## src/hw/icache_pkg.sv

```systemverilog
package icache_pkg;

    // Cache geometry
    localparam int NUM_SETS    = 8;
    localparam int NUM_WAYS    = 4;
    localparam int BLOCK_WORDS = 4;
    localparam int WORD_BITS   = 32;

    // Address field widths
    localparam int BYTE_OFF_BITS = 2;
    localparam int WORD_OFF_BITS = $clog2(BLOCK_WORDS);
    localparam int SET_BITS      = $clog2(NUM_SETS);
    localparam int WAY_BITS      = $clog2(NUM_WAYS);
    localparam int TAG_BITS      = 32 - SET_BITS - WORD_OFF_BITS - BYTE_OFF_BITS;

    // One cache line, word 0 in the low slice
    typedef logic [BLOCK_WORDS-1:0][WORD_BITS-1:0] block_t;

    typedef struct packed {
        logic [TAG_BITS-1:0]      tag;
        logic [SET_BITS-1:0]      set_idx;
        logic [WORD_OFF_BITS-1:0] word;
        logic [BYTE_OFF_BITS-1:0] byte_off;
    } cache_addr_t;

    // Whole-line write issued once per miss
    typedef struct packed {
        logic [SET_BITS-1:0] set_idx;
        logic [WAY_BITS-1:0] way;
        logic [TAG_BITS-1:0] tag;
        block_t              data;
    } refill_wr_t;

    typedef struct packed {
        logic [SET_BITS-1:0]      set_idx;
        logic [WAY_BITS-1:0]      way;
        logic [WORD_OFF_BITS-1:0] word;
    } lookup_t;

endpackage
```

## src/hw/icache_refill.sv

```systemverilog
`timescale 1ns/1ns

module icache_refill (
    input  logic                             Clk,
    input  logic                             rst_n,
    input  logic                             start,
    input  icache_pkg::cache_addr_t          miss_addr,
    input  logic [icache_pkg::WAY_BITS-1:0]  victim_way,
    output logic [31:0]                      mem_read_address,
    output logic                             mem_read_request,
    input  logic [31:0]                      mem_data,
    input  logic                             mem_data_ready,
    output icache_pkg::refill_wr_t           refill,
    output logic                             refill_valid,
    output logic [icache_pkg::WORD_BITS-1:0] critical_word,
    output logic                             done
);
    import icache_pkg::*;

    cache_addr_t              miss_q;
    logic [WAY_BITS-1:0]      way_q;
    logic [WORD_OFF_BITS-1:0] word_cnt;
    block_t                   block_q;
    logic                     fill_q;
    logic                     word_in;
    logic                     last_word;

    assign word_in   = mem_read_request && mem_data_ready;
    assign last_word = word_in && (word_cnt == WORD_OFF_BITS'(BLOCK_WORDS - 1));

    // Request stays up for the whole burst
    always_ff @(posedge Clk) begin
        if (!rst_n) begin
            mem_read_request <= 1'b0;
            word_cnt         <= '0;
            fill_q           <= 1'b0;
        end else begin
            fill_q <= last_word;
            if (start) begin
                mem_read_request <= 1'b1;
                word_cnt         <= '0;
            end else if (word_in) begin
                word_cnt <= word_cnt + 1'b1;
                if (last_word) begin
                    mem_read_request <= 1'b0;
                end
            end
        end
    end

    // Miss context and burst buffer
    always_ff @(posedge Clk) begin
        if (start) begin
            miss_q <= miss_addr;
            way_q  <= victim_way;
        end
        if (word_in) begin
            block_q[word_cnt] <= mem_data;
        end
    end

    // Burst always starts at word 0 of the line
    assign mem_read_address = {miss_q.tag, miss_q.set_idx,
                               {(WORD_OFF_BITS + BYTE_OFF_BITS){1'b0}}};

    assign refill = '{set_idx: miss_q.set_idx,
                      way:     way_q,
                      tag:     miss_q.tag,
                      data:    block_q};

    assign refill_valid  = fill_q;
    assign done          = fill_q;
    assign critical_word = block_q[miss_q.word];

    // Request must not drop early
    assert property (@(posedge Clk) disable iff (!rst_n)
        $fell(mem_read_request) |-> $past(last_word));

    // Top only starts a miss when no burst is outstanding
    assert property (@(posedge Clk) disable iff (!rst_n)
        start |-> !mem_read_request && !fill_q);

endmodule

```

## config.mk

```make
export PLATFORM = sky130hd
export DESIGN_NAME = icache_refill
export DESIGN_NICKNAME = d
export VERILOG_FILES = /design/src/hw/icache_pkg.sv /design/src/hw/icache_refill.sv
export SDC_FILE = /design/constraint.sdc
export NUM_CORES = 1
export LEC_CHECK = 0
export BUFFER_PORTS_ARGS = -buffer_cell sky130_fd_sc_hd__buf_2
export CORE_AREA = 2 2 118 120
export DETAILED_ROUTE_END_ITERATION = 8
export DIE_AREA = 0 0 120 122
export PLACE_DENSITY = 0.86
export SYNTH_ARGS = -nofsm -noshare
export SYNTH_HDL_FRONTEND = slang
export SYNTH_SLANG_ARGS = --single-unit
```

## constraint.sdc

```tcl
create_clock -name Clk -period 4.1 [get_ports Clk]
set_clock_uncertainty 0.15 [all_clocks]
set_input_delay 0.41 -clock Clk [delete_from_list [all_inputs] [get_ports Clk]]
set_output_delay 0.41 -clock Clk [all_outputs]
set_load 0.02 [all_outputs]
```

==> impl_metrics.yaml <==
outcome:
  status: "finished, final reports clean"
floorplanning:
  start_util_pct: 46.8
  die_area_um2: 14600
  ios: 295
  rows: 43
  dieHeight_um: 122
  die_w_um: 120
  core-area_um2: 13500
logic_synthesis:
  synth_compound_area_share_pct: 0.713
  synth_fa_ha_area_share_pct: 0.793
  synthSimpleGateAreaFrac_pct: 0.793
  synth_cells: 285
  yosys-mux-area-fraction_pct: 11.5
  synthTopCellsByArea: "edfxtp_1 76%, mux4_2 11%, buf_4 7.3%"
  ys_types: 20
  synth-seq-area-share_pct: 77.4
  synthXorXnorAreaFrac_pct: 0
  ys_async_sr_fraction_pct: 0
  synth_common_cells: "160 x edfxtp_1, 61 x buf_4, 30 x mux4_2"
  synth-edff-count: 160
  ys_seq_elements: 164
  synth_most_common_cell: "edfxtp_1"
  syn_area_per_cell_um2: 22.2
  synth_top_area_share_pct: 76.1
  syn_area_um2: 6310
  ys.flop_type: "edfxtp_1"
  yosysTopAreaCell: "edfxtp_1"
  synth_top_family_by_area: "multiplexers"
  yosys_warnings: 0
setup_path:
  critPathMaxFanout: 20
  startpoint: "miss_q[2]"
  crit_path_start_kind: "flip-flop"
  path_cells: "buf_4, mux4_2, buf_2"
  cp.required_ps: 3540
  critPathBufInv: 2
  rr_startpoint: "word_cnt[0]"
  path_class: "flip-flop to output port"
  crit_path_max_incr_delay_ps: 570
  worstPathArrival_ps: 1930
  crit_family: "buffers and inverters"
  end_kind: "output port"
  critical-path-slowest-cell: "mux4_2"
min_path:
  hold_path_class: "input port to flip-flop"
  hold_start: "miss_addr[17]"
clock_network:
  cts_sinks: 164
  path_clk_slew_ps: 60
  numCtsBuffers: 17
  root_buffer: "clkbuf_16"
  cts-resized-gates: 0
  post_cts_buffers: 0
  ctsHtreeMaxLevel: 4
  clk_latency_ps: 410
  cts_tree: "yes"
  clock_path_buffers: 2
timing:
  relSlewSlack_pct: 37.1
  tns_ps: 0
  finalWorstSetupSlack_ps: 1610
  finalCriticalPeriod_ps: 2490
  finalSetupViolCount: 0
  period_share_pct: 60.8
  drv_slew: 0
  fmax_mhz: 401
  tightest_slew_ps: 943
  finalHoldViolCount: 0
  rsz0062_at_grt: "false"
pwr:
  peakVddDrop_mv: 0.344
  power.density_nw_per_um2: 462
  leakagePower_nw: 3.26
cells_and_area:
  layout-drive-gt1-share_pct: 64.0
  n_fill_cell: 989
  nets: 614
  n_antenna_cell: 0
  syn_to_final_growth_pct: 29.0
place:
  globalplace.congestion: 0.730
  portBuffers: 288
  dpl.hpwl_um: 9640
  dpl_worst_slack_ps: 2010
routing:
  drt-initial-drc-count: 195
  postRouteAntennaNets: 0
  routed_wl_um: 13900
  drt-pass1-iter-count: 5
  avgRoutedWirePerCell_um: 19.0
  num_vias: 3629
  viasPerCell: 4.95
  drc: 0
grt:
  overflow: 0
  grt_pass1_wl_um: 19700
  grt_max_degree: 35
  track_usage_pct: 18.4
  antenna_found_initial: 0
  grt_pass1_vias: 3544
job:
  cap_violations: 0
-- worst register-to-register path, cell delays in order, from the launching register on --
cell and delay (ps):
dfxtp_1 400, ha_1 190, and3_2 820
-- registers in the layout, indices dropped and copies added, names as in the netlist --
name              cells
way_q                 2
mem_read_request      1
done                  1
word_cnt              2
miss_q                2
refill              128
mem_read_address     28
-- cell usage in the layout, fill, tap and decap left out, types with 3 or more instances in the layout --
master and n:
buf_2 288, buf_4 3, and3_2 4, dlygate4sd3_1 10, dfxtp_1 4, ha_1 4, clkbuf_16 17, mux4_2 30
clkinvlp_4 3, conb_1 4, edfxtp_1 160, clkinv_4 3, clkinv_1 4
-- layout make-up --
| cell class | count | area [µm²] | area share, % |
|---|---|---|---|
| flip-flops and latches | 164 | 4880 | 60.0 |
| multi-input cells | 54 | 893 | 11.0 |
| clock buffers | 18 | 429 | 5.27 |
| repair buffers | 301 | 1560 | 19.2 |
| clock inverters | 14 | 138 | 1.69 |
| inverters | 2 | 7.51 | 0.0922 |
| well taps | 180 | 225 | 2.77 |
-- per-stage QoR --
step | hold slack (ps) | instances | total power [mW] | utilization (%) | instance area [µm²]
floorplan | 359 | 288 | 2.21 | - | 6320
global placement | 419 | 691 | 2.28 | 55.4 | 7470
detailed placement | 438 | 691 | 2.29 | 55.4 | 7470
CTS | 0.278 | 723 | 3.79 | 59.5 | 8040
global route | 3.54 | 733 | 3.88 | 60.3 | 8140
finish | 17.3 | 733 | 3.76 | 60.3 | 8140
-- repair_timing --
action                                  CTS  global route
endpoints found under the hold margin     0            10
hold buffers                              0            10
endpoints found under the setup margin    0             0
-- layer usage --
layer	vias to the layer above	track usage (%)	share of wire, %
met5	-	0	0
met1	1830	21.9	38
met2	185	30.4	53
li1	1592	-	-
met4	0	7.28	1.7
met3	22	6.84	7.4
-- cells by family after synthesis --
family	count (synthesis)
flip-flops	164
AND/OR/NAND/NOR	8
other	1
adder cells (fa/ha/maj)	4
AO/OA/AOI/OAI	6
multiplexers	32
buffers and inverters	70
-- final timing paths --
path                          endpoint  slack, ps  depth (start not counted)
setup reg to reg           refill[104]       2140                          2
setup / recovery      critical_word[4]       1610                          3
hold reg to reg            word_cnt[0]        460                          2
hold / removal    mem_read_address[17]         20                          1
-- power breakdown --
| part | total [mW] | switching, mW | internal, mW |
|---|---|---|---|
| Combinational | 0.355 | 0.221 | 0.134 |
| Sequential | 1.91 | 0.0205 | 1.89 |
| Clock | 1.50 | 0.607 | 0.890 |
Note: power is estimated with default switching activity, not from simulation.
